==> src/hdl/attr_interp_defines.svh <==
////////////////////////////////////////////////////////////////////////////
// Width and depth constants for the attribute interpolator
// Attribute values are 32-bit two's-complement fixed point, modulo 2^32
// TRACK_W must hold PIPE_DEPTH plus one
////////////////////////////////////////////////////////////////////////////

`ifndef ATTR_INTERP_DEFINES_SVH
`define ATTR_INTERP_DEFINES_SVH

// Attribute value and coordinate widths
`define ATTR_W      32
`define POS_W       16

// Depth z plus four colour channels
`define NUM_ATTR    5

// Multiply, sum of products, add base
`define PIPE_DEPTH  3
`define TRACK_W     3

`endif
==> src/hdl/attr_interp_pkg.sv <==
////////////////////////////////////////////////////////////////////////////
// Types shared by the attribute interpolator
// Increments are given at the same scale as the base, no shift applied
////////////////////////////////////////////////////////////////////////////

`include "attr_interp_defines.svh"

package attr_interp_pkg;

    // Slot of each attribute plane in the planes array and in the output
    typedef enum logic [2:0] {
        ATTR_DEPTH_Z,
        ATTR_COLOR_R,
        ATTR_COLOR_G,
        ATTR_COLOR_B,
        ATTR_COLOR_A
    } attr_id_e;

    // One plane: value = base + inc_x * bbox_x + inc_y * bbox_y
    typedef struct packed {
        logic [`ATTR_W-1:0] base;
        logic [`ATTR_W-1:0] inc_x;
        logic [`ATTR_W-1:0] inc_y;
    } attr_plane_t;

    // Fields passed through unchanged
    typedef struct packed {
        logic [`ATTR_W-1:0] fb_index;
        logic [`POS_W-1:0]  screen_y;
        logic [`POS_W-1:0]  screen_x;
    } pixel_side_t;

    // Incoming pixel with its bounding-box offset
    typedef struct packed {
        pixel_side_t        side;
        logic [`POS_W-1:0]  bbox_y;
        logic [`POS_W-1:0]  bbox_x;
    } pixel_in_t;

    // Outgoing pixel, attr indexed by attr_id_e
    typedef struct packed {
        pixel_side_t                        side;
        logic [`NUM_ATTR-1:0][`ATTR_W-1:0]  attr;
    } pixel_out_t;

endpackage

==> src/hdl/pipe_ctrl.sv <==
////////////////////////////////////////////////////////////////////////////
// Valid, last and sideband delay line with the pipeline stall logic
// Depth matches plane_eval, both move on the same advance
// s_ready depends combinationally on m_ready
////////////////////////////////////////////////////////////////////////////

`timescale 1ns/1ps

`include "attr_interp_defines.svh"

module pipe_ctrl
    import attr_interp_pkg::*;
(
    input  logic        aclk,
    input  logic        rst_n,
    input  logic        s_valid,
    input  logic        s_last,
    input  pixel_side_t s_side,
    output logic        s_ready,
    input  logic        m_ready,
    output logic        m_valid,
    output logic        m_last,
    output pixel_side_t m_side,
    output logic        advance
);

    localparam int LAST_STAGE = `PIPE_DEPTH - 1;

    logic [`PIPE_DEPTH-1:0] valid_q;
    logic [`PIPE_DEPTH-1:0] last_q;
    pixel_side_t            side_q [`PIPE_DEPTH];

    // Whole pipeline holds while the output beat waits
    assign advance = ~(valid_q[LAST_STAGE] & ~m_ready);
    assign s_ready = advance;

    ////////////////////////////////////////////////////////////////////////////
    // Valid shift register
    ////////////////////////////////////////////////////////////////////////////
    always_ff @(posedge aclk) begin
        if (!rst_n) begin
            valid_q <= '0;
        end else if (advance) begin
            // An empty input slot enters as a bubble
            valid_q <= {valid_q[LAST_STAGE-1:0], s_valid};
        end
    end

    ////////////////////////////////////////////////////////////////////////////
    // Last and sideband shift register
    ////////////////////////////////////////////////////////////////////////////
    always_ff @(posedge aclk) begin
        if (advance) begin
            last_q    <= {last_q[LAST_STAGE-1:0], s_last};
            side_q[0] <= s_side;
            for (int i = 1; i < `PIPE_DEPTH; i++) begin
                side_q[i] <= side_q[i-1];
            end
        end
    end

    assign m_valid = valid_q[LAST_STAGE];
    // Last only means something on a valid beat
    assign m_last  = valid_q[LAST_STAGE] & last_q[LAST_STAGE];
    assign m_side  = side_q[LAST_STAGE];

endmodule

==> config.mk <==
export PLATFORM = sky130hd
export DESIGN_NAME = pipe_ctrl
export DESIGN_NICKNAME = d
export VERILOG_FILES = /design/src/hdl/attr_interp_pkg.sv /design/src/hdl/pipe_ctrl.sv
export VERILOG_INCLUDE_DIRS = /design/src /design/src/hdl
export SDC_FILE = /design/constraint.sdc
export NUM_CORES = 1
export LEC_CHECK = 0
export BUFFER_PORTS_ARGS = -buffer_cell sky130_fd_sc_hd__buf_2
export CORE_AREA = 2 2 146 91
export DETAILED_ROUTE_END_ITERATION = 8
export DIE_AREA = 0 0 148 93
export PLACE_DENSITY = 0.77
export SYNTH_ARGS = -nofsm -noshare
export SYNTH_HDL_FRONTEND = slang
export SYNTH_SLANG_ARGS = --single-unit
==> constraint.sdc <==
create_clock -name aclk -period 3.13 [get_ports aclk]
set_clock_uncertainty 0.1 [all_clocks]
set_input_delay 0.313 -clock aclk [delete_from_list [all_inputs] [get_ports aclk]]
set_output_delay 0.313 -clock aclk [all_outputs]
set_load 0.02 [all_outputs]
==> metrics.yaml <==
critical_path:
  crit_fanout: 63
  crit_family: "simple AND/OR/NAND/NOR gates"
  path_cells: "nand2b_4 -> buf_12"
  setup.worst_path.end_class: "register"
  cp_slowest_cell: "nand2b_4"
  required_ps: 3110
  reg2reg_slack_ps: 1480
  path_class: "reg2reg"
  startpoint_type: "register"
  cp.arrival_ps: 1630
  cpPeakStageDelay_ps: 450
  crit_buf_inv: 1
timing:
  slew_viol_final: 0
  finalSetupViolCount: 0
  setup_ws_ps: 1480
  fmax_mhz: 606
  hold_ws_ps: 88.0
  layout_min_cycle_time_ps: 1650
  hold_viol: 0
  rsz0062_at_grt: "false"
  fin_tns_setup_ps: 0
  post-route-period-util_pct: 52.7
  relSlewSlack_pct: 62.1
  tightestPinTransition_ps: 568
global_route:
  globalRouteTotalUtil_pct: 14.2
  grt_use_met1_pct: 16.9
  grt_max_degree: 64
  grt_pass1_wl_mm: 14.2
  grt-busiest-layer: "met2"
  antenna_found_initial: 0
  grtUsageMet2_pct: 23.7
  grt_pass1_vias: 2768
  overflow: 0
  grtUsageMet3_pct: 6.10
hold_path:
  hold_path.class: "in2reg"
synthesis:
  syn-instance-count: 273
  yosysMostFrequentCell: "edfxtp_1"
  synthesis.area_sq_mm: 0.00647
  syn_area_per_cell_sq_um: 23.7
  async_reset_ff_share_pct: 0
  yosysTopAreaCell: "edfxtp_1"
  ys_seq_area_share_pct: 91.4
  ys_warn_count: 0
  ys.flop_type: "edfxtp_1"
  synth_commonest_cells: "edfxtp_1, buf_4, dfxtp_1, nand2_1, mux2i_1"
  ys_ff_latch: 198
  synth_fp_nets: 342
  synthTopCellsByArea: "edfxtp_1, buf_4, dfxtp_1"
  synth_top_area_share_pct: 90.5
  ys_types: 10
  synth_edf_count: 195
clock_network:
  cts_buffers: 17
  cts_tree: "done"
  clock-sinks: 198
  cts_root_buffer: "clkbuf_16"
  cts.path.max_buffers: 2
  path_clk_slew_ps: 70
  cts_resized: 0
  htreeDepth: 4
  clock_latency_ps: 410
pwr:
  switching_share_pct: 20.7
  leakage_nw: 3.25
  cellPowerDensity_mw_per_mm2: 696
  switching_power_mw: 1.18
  ir_worst_vdd_uv: 387
  p_clk_share_pct: 39.4
  combPwrFrac_pct: 5.2
  intPower_mw: 4.53
  sequentialPowerShare_pct: 55.4
route:
  via_per_inst: 4.42
  wl_mm: 9.37
  ant_nets: 0
  dr.pass1.iters: 4
  via_count: 2721
  drt_iter0_drc: 124
  routedWlPerCell_um: 15.2
  drc: 0
die:
  ioPinCount: 137
  core_sq_mm: 0.0125
  die_y_um: 93
  start_util_pct: 51.8
  die_area_sq_mm: 0.0138
  rows: 32
  die_x_um: 148
final_layout:
  final_nets: 502
  final_layout_size_suffix_gt1_share_pct: 38.8
  area_delta_synth_final_pct: 26.9
  antenna_cells: 0
placed_design:
  place_congestion: 0.647
  dp_slack_ps: 1390
  place_hpwl_mm: 5.29
  io_buffers: 136
run_status:
  status: "finished, final reports clean"
job:
  max_cap_viol_count: 0
worst paths after layout:
kind                            startpoint                  endpoint  cells past startpoint
setup / recovery   valid_q[2]$_SDFFE_PN0N_   side_q[0][62]$_DFFE_PN_                      2
hold / removal                     s_valid   valid_q[0]$_SDFFE_PN0N_                      3
setup reg to reg   valid_q[2]$_SDFFE_PN0N_   side_q[0][62]$_DFFE_PN_                      2
hold reg to reg   side_q[0][110]$_DFFE_PN_  side_q[0][174]$_DFFE_PN_                      0
area by class of cell:
type	instances	area (sq um)
Clock buffer	18	429
Tap cell	170	213
Timing Repair Buffer	206	1390
Clock inverter	14	194
Inverter	1	3.75
Sequential cell	198	5920
Fill cell	843	4280
Multi-Input combinational cell	9	65.1
state kept, by name, indices dropped and copies added, names as in the netlist:
name,cells
side_q,192
valid_q,3
last_q,3
through the flow:
step                      utilization [%]  instances  power, mW  area (sq um)
after floorplan                         -        273       3.41          6470
after global placement               55.6        519       3.44          6940
after detailed placement             55.6        519       3.46          6940
after CTS                            65.8        616       5.77          8210
after global routing                 65.8        616       5.91          8210
final                                65.8        616       5.72          8210
power groups by stage:
stage | clock [mW] | combinational (mW) | sequential [mW]
global route | 2.41 | 0.319 | 3.18
detailed placement | 0 | 0.236 | 3.22
finish | 2.25 | 0.299 | 3.17
CTS | 2.30 | 0.300 | 3.17
floorplan | 0 | 0.205 | 3.21
global placement | 0 | 0.233 | 3.21
layout by cell type (no fill, tap or decap):
cell type,count
a21boi_1,1
and2_1,1
buf_12,2
buf_2,136
buf_4,3
bufinv_16,3
clkbuf_1,1
clkbuf_16,17
clkinv_4,5
clkinvlp_4,2
dfxtp_1,3
dlygate4sd3_1,65
edfxtp_1,195
inv_1,1
inv_8,4
mux2i_1,2
nand2_1,3
nand2b_1,1
nand2b_4,1
timing repair:
action                    in CTS  in global routing
hold buffers                  65                  0
setup buffers                  0                  0
hold endpoints to repair      65                  0
metal layers:
metal  wire length [um]  part of all wire (%)
met3                703                   7.5
met1               3830                    41
met5                  0                     0
met4                117                   1.2
met2               4720                    50
cell families (layout without fill, tap and decap cells):
family          after synthesis  count (layout)  synth area share (%)
compound gates                1               1                 0.116
buf+inv                      66             239                  7.60
flops                       198             198                  91.4
mux                           2               2                 0.309
simple gates                  6               6                 0.580
tightest hold or removal path, stage by stage:
cell     delay (ps)
buf_2           100
nand2_1          70
mux2i_1          70
Power figures use the tool's default switching activity.
