===== config.mk =====
export PLATFORM = sky130hd
export DESIGN_NAME = plane_eval
export DESIGN_NICKNAME = d
export VERILOG_FILES = /design/src/hdl/attr_interp_pkg.sv /design/src/hdl/plane_eval.sv
export VERILOG_INCLUDE_DIRS = /design/src /design/src/hdl
export SDC_FILE = /design/constraint.sdc
export NUM_CORES = 2
export LEC_CHECK = 0
export ABC_AREA = 1
export BUFFER_PORTS_ARGS = -buffer_cell sky130_fd_sc_hd__buf_2
export CORE_ASPECT_RATIO = 1.4
export CORE_UTILIZATION = 44
export CTS_BUF_LIST = sky130_fd_sc_hd__clkbuf_2 sky130_fd_sc_hd__clkbuf_4 sky130_fd_sc_hd__clkbuf_8
export DETAILED_ROUTE_END_ITERATION = 10
export PLACE_DENSITY_LB_ADDON = 0.1
export SLEW_MARGIN = 25
export SYNTH_ARGS = -nofsm -noshare
export SYNTH_HDL_FRONTEND = slang
export SYNTH_SLANG_ARGS = --single-unit

===== constraint.sdc =====
create_clock -name aclk -period 5.9 [get_ports aclk]
set_input_delay 0.59 -clock aclk [delete_from_list [all_inputs] [get_ports aclk]]
set_output_delay 0.59 -clock aclk [all_outputs]
set_load 0.02 [all_outputs]

===== src/hdl/attr_interp_defines.svh =====
////////////////////////////////////////////////////////////////////////////
// Width and depth constants for the attribute interpolator
// Attribute values are 32-bit two's-complement fixed point, modulo 2^32
// TRACK_W must hold PIPE_DEPTH plus one
////////////////////////////////////////////////////////////////////////////

`ifndef ATTR_INTERP_DEFINES_SVH
`define ATTR_INTERP_DEFINES_SVH

// Attribute value and coordinate widths
`define ATTR_W      32
`define POS_W       16

// Depth z plus four colour channels
`define NUM_ATTR    5

// Multiply, sum of products, add base
`define PIPE_DEPTH  3
`define TRACK_W     3

`endif

===== src/hdl/attr_interp_pkg.sv =====
////////////////////////////////////////////////////////////////////////////
// Types shared by the attribute interpolator
// Increments are given at the same scale as the base, no shift applied
////////////////////////////////////////////////////////////////////////////

`include "attr_interp_defines.svh"

package attr_interp_pkg;

    // Slot of each attribute plane in the planes array and in the output
    typedef enum logic [2:0] {
        ATTR_DEPTH_Z,
        ATTR_COLOR_R,
        ATTR_COLOR_G,
        ATTR_COLOR_B,
        ATTR_COLOR_A
    } attr_id_e;

    // One plane: value = base + inc_x * bbox_x + inc_y * bbox_y
    typedef struct packed {
        logic [`ATTR_W-1:0] base;
        logic [`ATTR_W-1:0] inc_x;
        logic [`ATTR_W-1:0] inc_y;
    } attr_plane_t;

    // Fields passed through unchanged
    typedef struct packed {
        logic [`ATTR_W-1:0] fb_index;
        logic [`POS_W-1:0]  screen_y;
        logic [`POS_W-1:0]  screen_x;
    } pixel_side_t;

    // Incoming pixel with its bounding-box offset
    typedef struct packed {
        pixel_side_t        side;
        logic [`POS_W-1:0]  bbox_y;
        logic [`POS_W-1:0]  bbox_x;
    } pixel_in_t;

    // Outgoing pixel, attr indexed by attr_id_e
    typedef struct packed {
        pixel_side_t                        side;
        logic [`NUM_ATTR-1:0][`ATTR_W-1:0]  attr;
    } pixel_out_t;

endpackage


===== src/hdl/plane_eval.sv =====
////////////////////////////////////////////////////////////////////////////
// Pipelined evaluation of one attribute plane
// Result is valid 3 advancing edges after bbox_x and bbox_y are sampled
// The plane must stay constant while pixels of its triangle are in flight
////////////////////////////////////////////////////////////////////////////

`timescale 1ns/1ps

`include "attr_interp_defines.svh"

module plane_eval
    import attr_interp_pkg::*;
(
    input  logic                aclk,
    input  logic                advance,
    input  logic [`POS_W-1:0]   bbox_x,
    input  logic [`POS_W-1:0]   bbox_y,
    input  attr_plane_t         plane,
    output logic [`ATTR_W-1:0]  value
);

    // Offsets are unsigned, widened to the attribute width
    logic [`ATTR_W-1:0] off_x;
    logic [`ATTR_W-1:0] off_y;

    logic [`ATTR_W-1:0] prod_x_q;
    logic [`ATTR_W-1:0] prod_y_q;
    logic [`ATTR_W-1:0] sum_q;

    assign off_x = {{(`ATTR_W - `POS_W){1'b0}}, bbox_x};
    assign off_y = {{(`ATTR_W - `POS_W){1'b0}}, bbox_y};

    ////////////////////////////////////////////////////////////////////////////
    // Stage 1: products, kept modulo 2^32
    ////////////////////////////////////////////////////////////////////////////
    always_ff @(posedge aclk) begin
        if (advance) begin
            prod_x_q <= off_x * plane.inc_x;
            prod_y_q <= off_y * plane.inc_y;
        end
    end

    ////////////////////////////////////////////////////////////////////////////
    // Stage 2: sum of both products
    ////////////////////////////////////////////////////////////////////////////
    always_ff @(posedge aclk) begin
        if (advance) begin
            sum_q <= prod_x_q + prod_y_q;
        end
    end

    ////////////////////////////////////////////////////////////////////////////
    // Stage 3: add the base
    ////////////////////////////////////////////////////////////////////////////
    // Base is read here, two cycles after the offsets
    always_ff @(posedge aclk) begin
        if (advance) begin
            value <= sum_q + plane.base;
        end
    end

endmodule


==> flow_summary_export.csv <==
group,metric,value,unit
setup_path,path_class,"in2reg",
setup_path,r2r-end,"sum_q[24]$_DFFE_PP_",
logic_synthesis,synth_cells,4040,
clock_tree,worstSkewPairLatency,0.46,ns
die,die_x,229,um
clock_tree,cts-root-buf,"clkbuf_8",
layout,fin_cells,5342,
outcome,status,"finished, final reports clean",
worst_hold_path,hp-class,"in2reg",
setup_path,cp.arrival,5.84,ns
logic_synthesis,synth_nets,4972,
die,fp-row-count,116,
grt,grt_max_degree,61,
timing,period_needed,5.62,ns
setup_path,cp-start-kind,"input pin",
logic_synthesis,yosysTopAreaCell,"fa_1",
grt,overflow,0,
setup_path,crit_path_max_fanout,13,
layout,nets,5316,
clock_tree,cts.sinks,128,
detailed_routing,route.detailed.drc,0,
timing,setup_viol,0,
clock_tree,cts_made_buffers,17,
logic_synthesis,synthAdderAreaFrac,46.1,%
logic_synthesis,yosysMostFrequentCell,"nand2_1",
layout,area_growth,14.5,%
clock_tree,htreeDepth,4,
placed_design,numPortBuffers,161,
detailed_routing,drt_iter0_drc,1115,
setup_path,cp-end-kind,"flip-flop",
logic_synthesis,ys.flop_type,"edfxtp_1",
logic_synthesis,synth_top_area_share,38.5,%
logic_synthesis,ys_top_cells_by_count,"nand2_1, inv_1, fa_1",
detailed_routing,first_pass_iters,7,
grt,grt_pass1_vias,27667,
timing,fmax,178,MHz
detailed_routing,vias,25748,
grt,antenna_found_initial,1,
logic_synthesis,muxShareOfSynthArea,0,%
logic_synthesis,ys_ff_latch,128,
layout,seq_area,3840,um^2
setup_path,required,6.12,ns
logic_synthesis,synth_edf_count,128,
worst_hold_path,min-delay-start,"plane[64]",
die,die-height,320,um
logic_synthesis,synth-warning-count,0,
grt,grt_pass1_wl,142,mm
worst_hold_path,holdPathStages,2,
run,cap_violations,0,
timing,clock_skew,0.0116,ns
logic_synthesis,synth_compound_area_share,5.16,%
logic_synthesis,yosysUniqueCellTypes,45,
timing,slew_headroom,47.3,%
timing,finalCritPeriodShare,95.3,%
detailed_routing,via_per_inst,4.82,
layout,fillers,7178,
die,die_area,73100,um^2
clock_tree,cts_buffer_depth,2,
placed_design,hpwlAfterDp,76.3,mm
timing,finalSetupTns,0,ns
logic_synthesis,synth.area.top_cells,"fa_1, nand2_1, inv_1, edfxtp_1, ha_1",
logic_synthesis,synthSimpleGateAreaFrac,17.9,%
logic_synthesis,syn_area,31700,um^2
placed_design,place_congestion,0.919,
layout,drive_above_1_share,12.8,%
logic_synthesis,avgSynthCellArea,7.85,um^2
setup_path,r2r-start,"prod_y_q[1]$_DFFE_PP_",
timing,rsz0062_at_grt,"false",
worst_hold_path,hold_path_end,"value[0]$_DFFE_PP_",
logic_synthesis,synth.yosys.seq_area_share,12.1,%
logic_synthesis,synthXorXnorAreaFrac,3.21,%
setup_path,rrSetupSlack,3.38,ns
clock_tree,clk_pin_slew,0.08,ns
die,coreArea,71400,um^2
die,io_pins,162,
timing,worstMarginPinSlew,0.791,ns
clock_tree,cts_tree,"done",
timing,hold_violations,0,
setup_path,r2r_cells,10,
placed_design,numPlacedInstances,5309,
timing,drv_slew,0,
grt,grt_usage,24.7,%
detailed_routing,ant_nets,0,
detailed_routing,drt-total-wl,86.8,mm
detailed_routing,avgRoutedWirePerCell,16.3,um
layout,multi_input_area,23000,um^2
logic_synthesis,synth_top_family_by_area,"adder cells",
logic_synthesis,async_flop_share,0,%
die,initial_core_util,44.4,%
clock_tree,cts_setup_buffers,0,
==> placed cells by master, fill, tap and decap left out, types with 17 or more instances in the layout <==
cell type | netlist | final
nand2_1 | 1136 | 1136
xnor2_1 | 40 | 40
inv_1 | 1132 | 1132
fa_1 | 610 | 610
ha_1 | 192 | 192
buf_4 | 1 | 305
xor2_1 | 76 | 76
nor2_1 | 128 | 128
nand3_1 | 96 | 96
nand4_1 | 22 | 22
clkbuf_8 | 0 | 17
edfxtp_1 | 128 | 128
a21oi_1 | 126 | 126
o21ai_0 | 58 | 58
buf_2 | 18 | 155
buf_12 | 0 | 26
==> state kept, by name, summed over array words and instances, names as in the netlist <==
signal    flops
value        32
sum_q        32
prod_x_q     32
prod_y_q     32
==> cell type report <==
cell class / count / area share, %
clock inverters: 14 / 0.507
well taps: 944 / 3.26
repair buffers: 491 / 9.99
inverters: 1132 / 11.7
multi-input cells: 2614 / 63.3
flip-flops and latches: 128 / 10.6
diodes: 1 / 0.00690
clock buffers: 18 / 0.666
==> cells by family after synthesis <==
group           after synthesis
fa+ha+maj                   802
compound gates              272
buf+inv                    1298
simple gates               1424
flops                       128
xor+xnor                    116
==> layer usage <==
metal	global-route usage (%)	vias up	wire length, um	share of wire, %
met5	0	-	13	0.015
met4	8.10	2	2860	3.3
met3	2.00	159	2280	2.6
met2	48.0	486	47400	55
met1	28.1	12690	34300	39
li1	-	12411	-	-
==> timing repair <==
item                                    CTS  global route
endpoints found under the hold margin     0             0
hold buffers                              0             0
endpoints found under the setup margin    0             4
gates resized for setup                   0             6
==> how the worst max path moves through the flow <==
stage | from | to | depth (start not counted)
final | bbox_x[3] | prod_x_q[28]$_DFFE_PP_ | 21
after global routing | bbox_y[4] | prod_y_q[29]$_DFFE_PP_ | 25
after CTS | bbox_y[1] | prod_y_q[29]$_DFFE_PP_ | 24
after detailed placement | bbox_y[1] | prod_y_q[29]$_DFFE_PP_ | 24
after global placement | bbox_y[1] | prod_y_q[29]$_DFFE_PP_ | 24
after floorplan | bbox_y[3] | prod_y_q[29]$_DFFE_PP_ | 26
==> metrics by stage <==
| step | utilization [%] | area [um^2] | setup WS [ns] | hold WS [ns] |
|---|---|---|---|---|
| 2_1_floorplan | - | 31700 | 0.0268 | 0.513 |
| 3_3_place_gp | 50.2 | 35800 | -0.267 | 0.521 |
| 3_5_place_dp | 50.2 | 35800 | -0.303 | 0.528 |
| 4_1_cts | 50.8 | 36300 | 0.207 | 0.395 |
| 5_1_grt | 50.8 | 36300 | 0.00891 | 0.412 |
| 6_report | 50.8 | 36300 | 0.280 | 0.434 |
==> worst max-delay path, cell delays in order <==
cell,delay (ns)
buf_2,0.34
buf_4,0.19
nand2_1,0.06
fa_1,0.49
inv_1,0.05
fa_1,0.53
inv_1,0.05
fa_1,0.49
inv_1,0.05
fa_1,0.45
fa_1,0.52
inv_1,0.05
fa_1,0.47
inv_1,0.04
ha_1,0.34
a21oi_1,0.28
o21ai_0,0.22
a221oi_1,0.37
o211ai_1,0.14
nand2_1,0.08
nand2_1,0.04
Power is left out: the tool's default activity adds up to more than one toggle a clock period on the data nets, which glitch-free logic cannot reach.
