$ cat config.mk
export PLATFORM = sky130hd
export DESIGN_NAME = pixel_tracker
export DESIGN_NICKNAME = d
export VERILOG_FILES = /design/src/hdl/attr_interp_pkg.sv /design/src/hdl/pixel_tracker.sv
export VERILOG_INCLUDE_DIRS = /design/src /design/src/hdl
export SDC_FILE = /design/constraint.sdc
export NUM_CORES = 1
export LEC_CHECK = 0
export BUFFER_PORTS_ARGS = -buffer_cell sky130_fd_sc_hd__buf_2
export CAP_MARGIN = 20
export CORE_AREA = 2 2 39 41
export CTS_BUF_LIST = sky130_fd_sc_hd__clkbuf_16
export DETAILED_ROUTE_END_ITERATION = 12
export DIE_AREA = 0 0 41 43
export PLACE_DENSITY = 0.35
export REMOVE_ABC_BUFFERS = 1
export SLEW_MARGIN = 20
export SYNTH_ARGS = -nofsm -noshare
export SYNTH_HDL_FRONTEND = slang
export SYNTH_SLANG_ARGS = --single-unit
$ cat constraint.sdc
create_clock -name aclk -period 1.45 [get_ports aclk]
set_input_delay 0.0725 -clock aclk [delete_from_list [all_inputs] [get_ports aclk]]
set_output_delay 0.0725 -clock aclk [all_outputs]
set_load 0.05 [all_outputs]
$ cat src/hdl/attr_interp_defines.svh
////////////////////////////////////////////////////////////////////////////
// Width and depth constants for the attribute interpolator
// Attribute values are 32-bit two's-complement fixed point, modulo 2^32
// TRACK_W must hold PIPE_DEPTH plus one
////////////////////////////////////////////////////////////////////////////

`ifndef ATTR_INTERP_DEFINES_SVH
`define ATTR_INTERP_DEFINES_SVH

// Attribute value and coordinate widths
`define ATTR_W      32
`define POS_W       16

// Depth z plus four colour channels
`define NUM_ATTR    5

// Multiply, sum of products, add base
`define PIPE_DEPTH  3
`define TRACK_W     3

`endif
$ cat src/hdl/attr_interp_pkg.sv
////////////////////////////////////////////////////////////////////////////
// Types shared by the attribute interpolator
// Increments are given at the same scale as the base, no shift applied
////////////////////////////////////////////////////////////////////////////

`include "attr_interp_defines.svh"

package attr_interp_pkg;

    // Slot of each attribute plane in the planes array and in the output
    typedef enum logic [2:0] {
        ATTR_DEPTH_Z,
        ATTR_COLOR_R,
        ATTR_COLOR_G,
        ATTR_COLOR_B,
        ATTR_COLOR_A
    } attr_id_e;

    // One plane: value = base + inc_x * bbox_x + inc_y * bbox_y
    typedef struct packed {
        logic [`ATTR_W-1:0] base;
        logic [`ATTR_W-1:0] inc_x;
        logic [`ATTR_W-1:0] inc_y;
    } attr_plane_t;

    // Fields passed through unchanged
    typedef struct packed {
        logic [`ATTR_W-1:0] fb_index;
        logic [`POS_W-1:0]  screen_y;
        logic [`POS_W-1:0]  screen_x;
    } pixel_side_t;

    // Incoming pixel with its bounding-box offset
    typedef struct packed {
        pixel_side_t        side;
        logic [`POS_W-1:0]  bbox_y;
        logic [`POS_W-1:0]  bbox_x;
    } pixel_in_t;

    // Outgoing pixel, attr indexed by attr_id_e
    typedef struct packed {
        pixel_side_t                        side;
        logic [`NUM_ATTR-1:0][`ATTR_W-1:0]  attr;
    } pixel_out_t;

endpackage

$ cat src/hdl/pixel_tracker.sv
////////////////////////////////////////////////////////////////////////////
// Count of pixels accepted but not yet delivered
// pixel_in_pipeline follows a handshake by one cycle
////////////////////////////////////////////////////////////////////////////

`timescale 1ns/1ps

`include "attr_interp_defines.svh"

module pixel_tracker
    import attr_interp_pkg::*;
(
    input  logic    aclk,
    input  logic    rst_n,
    input  logic    pixel_in,
    input  logic    pixel_out,
    output logic    pixel_in_pipeline
);

    logic [`TRACK_W-1:0] count_q;
    logic [`TRACK_W-1:0] count_next;

    // Simultaneous in and out leave the count unchanged
    always_comb begin
        count_next = count_q;
        if (pixel_in && !pixel_out) begin
            count_next = count_q + 1'b1;
        end else if (pixel_out && !pixel_in) begin
            count_next = count_q - 1'b1;
        end
    end

    always_ff @(posedge aclk) begin
        if (!rst_n) begin
            count_q           <= '0;
            pixel_in_pipeline <= 1'b0;
        end else begin
            count_q           <= count_next;
            pixel_in_pipeline <= (count_next != '0);
        end
    end

endmodule

==> qor.yml, run 1 <==
grt_pass1_vias: 195
power.density_nw_per_um2: 1760
cp-start-kind: "register"
dp_hpwl_um: 371
power.share.sequential: 0.193
num_vias: 225
h-tree-depth: 1
cts_hold_buffers: 0
die_x_um: 41
netlist.area_leader.share: 0.296
die_h_um: 43
synth-seq-area-share: 0.296
setup_viol: 0
p_leak_nw: 0.175
switching_power_mw: 0.149
core_area_um2: 1380
rrSetupSlack_ns: 0.15
cts_tree: "yes"
ys_seq_elements: 4
regArea_um2: 80.1
endpoint_kind: "register"
maxCapViolations: 0
wl_per_cell_um: 9.00
critPathArrivalTime_ns: 1.42
cts_setup_buffers: 0
peakVddDrop_v: 0.000658
avgSynthCellArea_um2: 9.01
cp_slowest_cell: "dfxtp_1"
critPathKind: "register to register"
required_ns: 1.56
synth.most_common_cell: "nand2_1"
drt-vias-per-instance: 4.17
die-area_um2: 1760
status: "completed"
diodes: 0
clkPwrFrac: 0.617
antenna_left: 0
drive_gt1_frac: 0.289
clkSinkCount: 4
min_period_ns: 1.30
first_pass_iters: 2
multi_input_area_um2: 171
antenna_found_initial: 0
hold_viol: 0
swShare: 0.217
reg2regPathDepth: 6
yosys.cell_types.count: 19
cts_root_buf: "clkbuf_16"
yosys_warnings: 0
clkLatencyLatePin_ns: 0.22
max_slew_margin: 0.833
area_growth_pct: 44.0
port_buffers: 4
grt_start_max_net_pins: 12
p_int_mw: 0.536
crit-reg2reg-launch: "count_q[1]$_SDFF_PN0_"
clock_skew_ns: 0.00159
rows: 14
synth-edff-count: 0
yosys-top-cells-count: "nand2_1, dfxtp_1"
yosys-top-cells-area: "dfxtp_1, ha_1, nand2_1"
p_total_mw: 0.685
setup.worst_path.start: "count_q[1]$_SDFF_PN0_"
r2r_end: "pixel_in_pipeline$_SDFF_PN0_"
synth_top_flop_cell: "dfxtp_1"
synth-async-reset-ratio: 0
clock.fmax_mhz: 767
drt_iter0_markers: 3
hold_class: "input port to register"
path_cells: "inv_1 -> ha_1 -> nand3b_1 -> o31ai_1 -> o21ai_2 -> a21o_1"
cts_max_path_buffers: 2
clk_pin_slew_ns: 0.03
finalSetupTns_ns: 0
initial_core_util: 0.195
grt.total_usage: 0.0672
overflow: 0
ctsResizeCount: 0
finalNetCount: 46
max_stage_delay_ns: 0.32
cts-buffers-inserted: 3
critPathCapture: "pixel_in_pipeline$_SDFF_PN0_"
synthesis.area_um2: 270
fill_cells: 145
rsz0062_at_grt: "false"
grt_pass1_wl_um: 724
drt_wl_total_um: 486
tightest_slew_ns: 0.249
synth_top_area_cell: "dfxtp_1"
synthCells: 30
holdPathStages: 2
finalCritPeriodShare: 0.899
drcViolationCount: 0
drv_slew: 0
gp_congestion: 0.663
crit_fanout: 4
ios: 5
p_comb_frac: 0.190
[cell usage in the layout, fill, tap and decap left out, drive strengths merged]
| master | n |
|---|---|
| nand2b | 1 |
| and2 | 1 |
| nand2 | 5 |
| o211ai | 2 |
| dfxtp | 4 |
| o211a | 1 |
| mux2i | 1 |
| nand3b | 2 |
| xnor2 | 2 |
| ha | 2 |
| or3b | 1 |
| o31ai | 1 |
| clkbuf | 3 |
| a21o | 1 |
| inv | 2 |
| buf | 6 |
| o21ai | 3 |
[state kept, by name (all words and copies together) (netlist names)]
register,count
count_q,3
pixel_in_pipeline,1
[power groups by stage]
stage                     Combinational [mW]  Clock (mW)  Sequential [mW]
after floorplan                       0.0678           0            0.157
after global placement                 0.130           0            0.133
after detailed placement               0.131           0            0.134
after CTS                              0.132       0.430            0.133
after global routing                   0.143       0.440            0.134
final                                  0.130       0.423            0.132
[stage by stage]
stage,cell area (um^2),cells,worst slack [ns],util,hold WS (ns)
after floorplan,259,29,0.0935,-,0.183
after global placement,314,51,0.144,0.227,0.342
after detailed placement,314,51,0.133,0.227,0.346
after CTS,389,54,0.129,0.281,0.115
after global routing,389,54,0.0512,0.281,0.130
final,389,54,0.146,0.281,0.112
[worst max-delay path, delay by kind of cell, from the launching register on]
| kind | cells | cell delay, ns |
|---|---|---|
| adders and majority gates | 1 | 0.31 |
| and+or+nand+nor | 1 | 0.17 |
| AOI/OAI and AO/OA | 3 | 0.33 |
| buffers and inverters | 1 | 0.05 |
| DFF | 1 | 0.32 |
[cells by family after synthesis]
logic type,after synthesis,share of synthesized area
xor+xnor,2,0.0648
fa+ha+maj,2,0.0926
flops,4,0.296
simple gates,10,0.204
buf+inv,3,0.0695
mux,1,0.0370
compound gates,8,0.236
[how the worst min path moves through the flow]
stage,from,endpoint
3_3_place_gp,rst_n,pixel_in_pipeline$_SDFF_PN0_
6_report,rst_n,pixel_in_pipeline$_SDFF_PN0_
2_1_floorplan,rst_n,pixel_in_pipeline$_SDFF_PN0_
4_1_cts,rst_n,pixel_in_pipeline$_SDFF_PN0_
5_1_grt,rst_n,count_q[1]$_SDFF_PN0_
3_5_place_dp,rst_n,pixel_in_pipeline$_SDFF_PN0_
[per-layer routing]
| layer | vias up | wire [um] | track usage |
|---|---|---|---|
| li1 | 121 | - | - |
| met1 | 100 | 246 | 0.0769 |
| met2 | 4 | 219 | 0.0781 |
| met3 | 0 | 20 | 0.0157 |
| met4 | 0 | 0 | 0.100 |
| met5 | - | 0 | 0 |
[final cells by class]
type / count / area share
multi-input combinational: 23 / 0.441
inverter: 2 / 0.0193
clock buffer: 3 / 0.193
timing repair buffer: 6 / 0.0900
sequential: 4 / 0.206
tap: 16 / 0.0514
(Power assumes the default switching activity.)
==> run 2, diff against run 1 <==
Settings changed: BUFFER_PORTS_ARGS -buffer_cell sky130_fd_sc_hd__buf_2 to -buffer_cell sky130_fd_sc_hd__buf_4.
==> qor.yml, run 2 (synthesis results as in run 1) <==
drt-vias-per-instance: 4.11  # -1.3%
gp_congestion: 0.732  # +10%
hold_class: "input port to register"
port_buffers: 4  # unchanged
die_h_um: 43  # unchanged
cp_slowest_cell: "dfxtp_2"
mostFrequentLayoutCells: "nand2_1, buf_4, clkbuf_16, dfxtp_1"
initial_core_util: 0.195  # unchanged
largest_register: "count_q"
die-area_um2: 1760  # unchanged
clkSinkCount: 4  # unchanged
overflow: 0  # unchanged
grt_pass1_wl_um: 834  # +15%
wl_met2_um: 239  # +9.1%
grt_pass1_vias: 218  # +12%
min_from: "rst_n"
hold_viol: 0  # unchanged
critPathTopFamily: "flip-flops"
clk_pin_slew_ns: 0.03  # about the same
drt_iter0_markers: 1  # -2
status: "completed"
r2r_end: "pixel_in_pipeline$_SDFF_PN0_"
grt.total_usage: 0.0742  # +0.00702
power.density_nw_per_um2: 1740  # -1.0%
cts_tree: "yes"
wl_met1_um: 221  # -10%
cp-start-kind: "register"
reg2regPathDepth: 6  # unchanged
holdWs_ns: 0.0931  # -0.0186 ns
diodes: 0  # unchanged
required_ns: 1.56  # about the same
clock_skew_ns: 0.00110  # -0.000487 ns
area_growth_pct: 45.4
drive_gt1_frac: 0.297  # +0.00782
drv_slew: 0  # unchanged
rows: 14  # unchanged
multi_input_area_um2: 171  # unchanged
largest_register_ffs: 3  # unchanged
antenna_left: 0  # unchanged
finalNetCount: 45  # -2.2%
max_stage_delay_ns: 0.35  # +0.03 ns
ios: 5  # unchanged
cts_hold_buffers: 0  # unchanged
top_regs: "count_q (3), pixel_in_pipeline (1)"
final_util: 0.284  # +0.00271
max_slew_margin: 0.824  # -0.00889
grt_start_max_net_pins: 12  # unchanged
crit_buf_inv: 1  # unchanged
die_x_um: 41  # unchanged
p_total_mw: 0.685  # about the same
holdPathStages: 2  # unchanged
tightest_slew_ns: 0.262  # +0.0132 ns
crit_fanout: 5  # +1
core_area_um2: 1380  # unchanged
maxCapViolations: 0  # unchanged
drcViolationCount: 0  # unchanged
wl_per_cell_um: 9.21  # +2.3%
rsz0062_at_grt: "false"
drt_wl_total_um: 488  # +0.41%
h-tree-depth: 1  # unchanged
crit-reg2reg-launch: "count_q[1]$_SDFF_PN0_"
dp_hpwl_um: 360  # -3.0%
regArea_um2: 81.3  # +1.6%
routed.top_layer: "met3"
num_vias: 218  # -3.1%
critPathKind: "register to register"
min_period_ns: 1.33  # +0.0258 ns
hold_end: "pixel_in_pipeline$_SDFF_PN0_"
setup_viol: 0  # unchanged
clock.fmax_mhz: 752  # -1.9%
cts_max_path_buffers: 2  # unchanged
path_cells: "inv_1 -> ha_1 -> nand3b_1 -> o31ai_1 -> o21ai_2 -> a21o_1"
fill_cells: 145  # unchanged
met3_length_um: 27  # +35%
p_leak_nw: 0.173  # -0.96%
clkLatencyLatePin_ns: 0.22  # about the same
rrSetupSlack_ns: 0.12  # -0.03 ns
finalSetupTns_ns: 0  # unchanged
antenna_found_initial: 0  # unchanged
endpoint_kind: "register"
placed_cell_area_um2: 317  # +0.80%
cts_root_buf: "clkbuf_16"
critPathArrivalTime_ns: 1.44  # +0.02 ns
cts-buffers-inserted: 3  # unchanged
final_cell_area_um2: 393  # +0.96%
first_pass_iters: 2  # unchanged
finalCritPeriodShare: 0.917  # +0.0178
peakVddDrop_v: 0.000877  # +33%
run 2: power by group:
part	switching (mW)	internal, mW
Sequential	0.00755	0.127
Clock	0.0684	0.351
Combinational	0.0698	0.0602
run 2: timing repair:
action | 4_1_cts | 5_1_grt
resized for setup | 0 | 1
buffers inserted | 0 | 0
setup endpoints to repair | 0 | 1
run 2: worst max path at each step:
| stage | startpoint | endpoint | slack (ns) | cells past startpoint |
|---|---|---|---|---|
| after floorplan | count_q[0]$_SDFF_PN0_ | pixel_in_pipeline$_SDFF_PN0_ | 0.09 | 6 |
| after global placement | count_q[1]$_SDFF_PN0_ | pixel_in_pipeline$_SDFF_PN0_ | 0.09 | 6 |
| after detailed placement | count_q[1]$_SDFF_PN0_ | pixel_in_pipeline$_SDFF_PN0_ | 0.06 | 6 |
| after CTS | count_q[1]$_SDFF_PN0_ | pixel_in_pipeline$_SDFF_PN0_ | 0.05 | 6 |
| after global routing | count_q[1]$_SDFF_PN0_ | pixel_in_pipeline$_SDFF_PN0_ | 0.03 | 6 |
| final | count_q[1]$_SDFF_PN0_ | pixel_in_pipeline$_SDFF_PN0_ | 0.12 | 6 |
run 2: layout make-up:
| class | instances | area share |
|---|---|---|
| multi-input cells | 23 | 0.436 |
| flip-flops and latches | 4 | 0.207 |
| clock buffers | 3 | 0.191 |
| repair buffers | 5 | 0.0955 |
| well taps | 16 | 0.0510 |
| inverters | 2 | 0.0191 |
run 2: routing by layer:
| metal | vias to the layer above | GRT usage |
|---|---|---|
| met1 | 94 | 0.0801 |
| met3 | 0 | 0.0209 |
| met4 | 0 | 0.0800 |
| met5 | - | 0 |
| li1 | 120 | - |
| met2 | 4 | 0.103 |
run 2: through the flow:
step                cells  setup slack, ns
finish                 53            0.120
global route           53           0.0297
CTS                    53           0.0518
detailed placement     50           0.0630
global placement       50           0.0862
floorplan              29           0.0935
==> run 3, diff against run 2 <==
Settings changed: REMOVE_ABC_BUFFERS 1 to unset.
==> qor.yml, run 3 (synthesis results as in run 1) <==
tightest_slew_ns: 0.248  # -0.0140 ns
placed_cell_area_um2: 324  # +2.4%
final_cell_area_um2: 399  # +1.6%
holdPathStages: 2  # unchanged
r2r_end: "pixel_in_pipeline$_SDFF_PN0_"
clk_pin_slew_ns: 0.03  # about the same
final_common_cell: "buf_4"
cp_slowest_cell: "ha_1"
hold_class: "input port to register"
drv_slew: 0  # unchanged
clkSinkCount: 4  # unchanged
rsz0062_at_grt: "false"
mostFrequentLayoutCells: "buf_4, nand2_1, dfxtp_1"
antenna_left: 0  # unchanged
overflow: 0  # unchanged
area_growth_pct: 47.7
cts-buffers-inserted: 3  # unchanged
cts_hold_buffers: 0  # unchanged
initial_core_util: 0.195  # unchanged
endpoint_kind: "register"
max_slew_margin: 0.833  # +0.00944
ctsResizeCount: 0  # unchanged
dp.cells: 51  # +2.0%
finalCritPeriodShare: 0.908  # -0.00887
syn-num-nets: 36
p_leak_nw: 0.178  # +2.8%
die_x_um: 41  # unchanged
drive_gt1_frac: 0.289  # -0.00782
grt_pass1_vias: 188  # -14%
cts_tree: "yes"
port_buffers: 4  # unchanged
holdWs_ns: 0.0821  # -0.0110 ns
wl_per_cell_um: 9.74  # +5.8%
cts_max_path_buffers: 2  # unchanged
drt-vias-per-instance: 4.37  # +6.3%
ios: 5  # unchanged
cts_setup_buffers: 0  # unchanged
path_cells: "inv_1 -> ha_1 -> nand3b_1 -> o31ai_1 -> o21ai_2 -> a21o_1"
rrSetupSlack_ns: 0.13  # about the same
antenna_found_initial: 0  # unchanged
grt.total_usage: 0.0794  # +0.00517
hold_viol: 0  # unchanged
clock.fmax_mhz: 759  # +0.98%
die-area_um2: 1760  # unchanged
die_h_um: 43  # unchanged
swShare: 0.222  # +0.00892
cts_root_buf: "clkbuf_16"
switching_power_mw: 0.155  # +6.1%
multi_input_area_um2: 171  # unchanged
power.share.sequential: 0.190  # -0.007
drt_iter0_markers: 1  # unchanged
diodes: 0  # unchanged
crit_fanout: 4  # -1
grt_start_max_net_pins: 12  # unchanged
peakVddDrop_v: 0.000742  # -15%
status: "completed"
p_comb_frac: 0.198  # +0.008
min_period_ns: 1.32  # -0.0129 ns
clkPwrFrac: 0.612  # about the same
largest_register_ffs: 3  # unchanged
crit-reg2reg-launch: "count_q[0]$_SDFF_PN0_"
drt_wl_total_um: 526  # +7.8%
first_pass_iters: 3  # +1
cp-start-kind: "register"
core_area_um2: 1380  # unchanged
clock_skew_ns: 0.00134  # +0.000240 ns
finalSetupTns_ns: 0  # unchanged
rows: 14  # unchanged
p_int_mw: 0.543  # +0.68%
reg2regPathDepth: 6  # unchanged
grt_pass1_wl_um: 869  # +4.2%
drcViolationCount: 0  # unchanged
power.density_nw_per_um2: 1750  # +0.24%
min_from: "rst_n"
top_regs: "count_q (3), pixel_in_pipeline (1)"
setup_viol: 0  # unchanged
required_ns: 1.57  # about the same
maxCapViolations: 0  # unchanged
gp_congestion: 0.689  # -5.9%
h-tree-depth: 1  # unchanged
hold_end: "pixel_in_pipeline$_SDFF_PN0_"
critPathKind: "register to register"
max_stage_delay_ns: 0.34  # about the same
fin_cells: 54  # +1.9%
clkLatencyLatePin_ns: 0.22  # about the same
num_vias: 236  # +8.3%
critPathArrivalTime_ns: 1.43  # about the same
finalNetCount: 46  # +2.2%
final_util: 0.288  # +0.00452
largest_register: "count_q"
fill_cells: 151  # +4.1%
regArea_um2: 80.1  # -1.5%
## run 3: cell types whose count changed in the layout (fill, tap and decap cells not counted), sizes merged
cell and change:
buf +1
## run 3: power groups by stage
stage / Combinational [mW] / Sequential [mW] / Clock, mW
CTS: 0.140 / 0.133 / 0.435
floorplan: 0.0734 / 0.157 / 0
detailed placement: 0.139 / 0.135 / 0
finish: 0.138 / 0.133 / 0.427
global route: 0.153 / 0.135 / 0.444
global placement: 0.136 / 0.133 / 0
## run 3: cell type report
type | instances | area share
sequential | 4 | 0.201
inverter | 2 | 0.0188
tap | 16 | 0.0502
clock buffer | 3 | 0.188
timing repair buffer | 6 | 0.113
multi-input combinational | 23 | 0.429
## run 3: worst max-delay path by stage
stage,cells past startpoint,endpoint,start,slack [ns]
4_1_cts,6,pixel_in_pipeline$_SDFF_PN0_,count_q[0]$_SDFF_PN0_,0.12
3_3_place_gp,6,pixel_in_pipeline$_SDFF_PN0_,count_q[0]$_SDFF_PN0_,0.15
3_5_place_dp,6,pixel_in_pipeline$_SDFF_PN0_,count_q[0]$_SDFF_PN0_,0.13
5_1_grt,6,pixel_in_pipeline$_SDFF_PN0_,count_q[0]$_SDFF_PN0_,0.06
2_1_floorplan,6,pixel_in_pipeline$_SDFF_PN0_,count_q[0]$_SDFF_PN0_,0.09
6_report,6,pixel_in_pipeline$_SDFF_PN0_,count_q[0]$_SDFF_PN0_,0.13
## run 3: through the flow
step | setup WS [ns] | total power [mW]
after global routing | 0.0612 | 0.732
after CTS | 0.120 | 0.709
after detailed placement | 0.131 | 0.274
after floorplan | 0.0936 | 0.230
after global placement | 0.151 | 0.270
final | 0.133 | 0.697
## run 3: critical path, delay by kind of cell, from the launching register on
kind                     cells  cell delay [ns]
adder cells (fa/ha/maj)      1             0.34
flip-flops                   1             0.32
buffers and inverters        1             0.05
AO/OA/AOI/OAI                3             0.33
AND/OR/NAND/NOR              1             0.17
## run 3: layer usage
metal  track usage  vias to the layer above  wire (um)
li1              -                      122          -
met1         0.110                      105        231
met2        0.0844                        6        246
met3        0.0157                        3         20
met4         0.100                        0         28
met5             0                        -          0
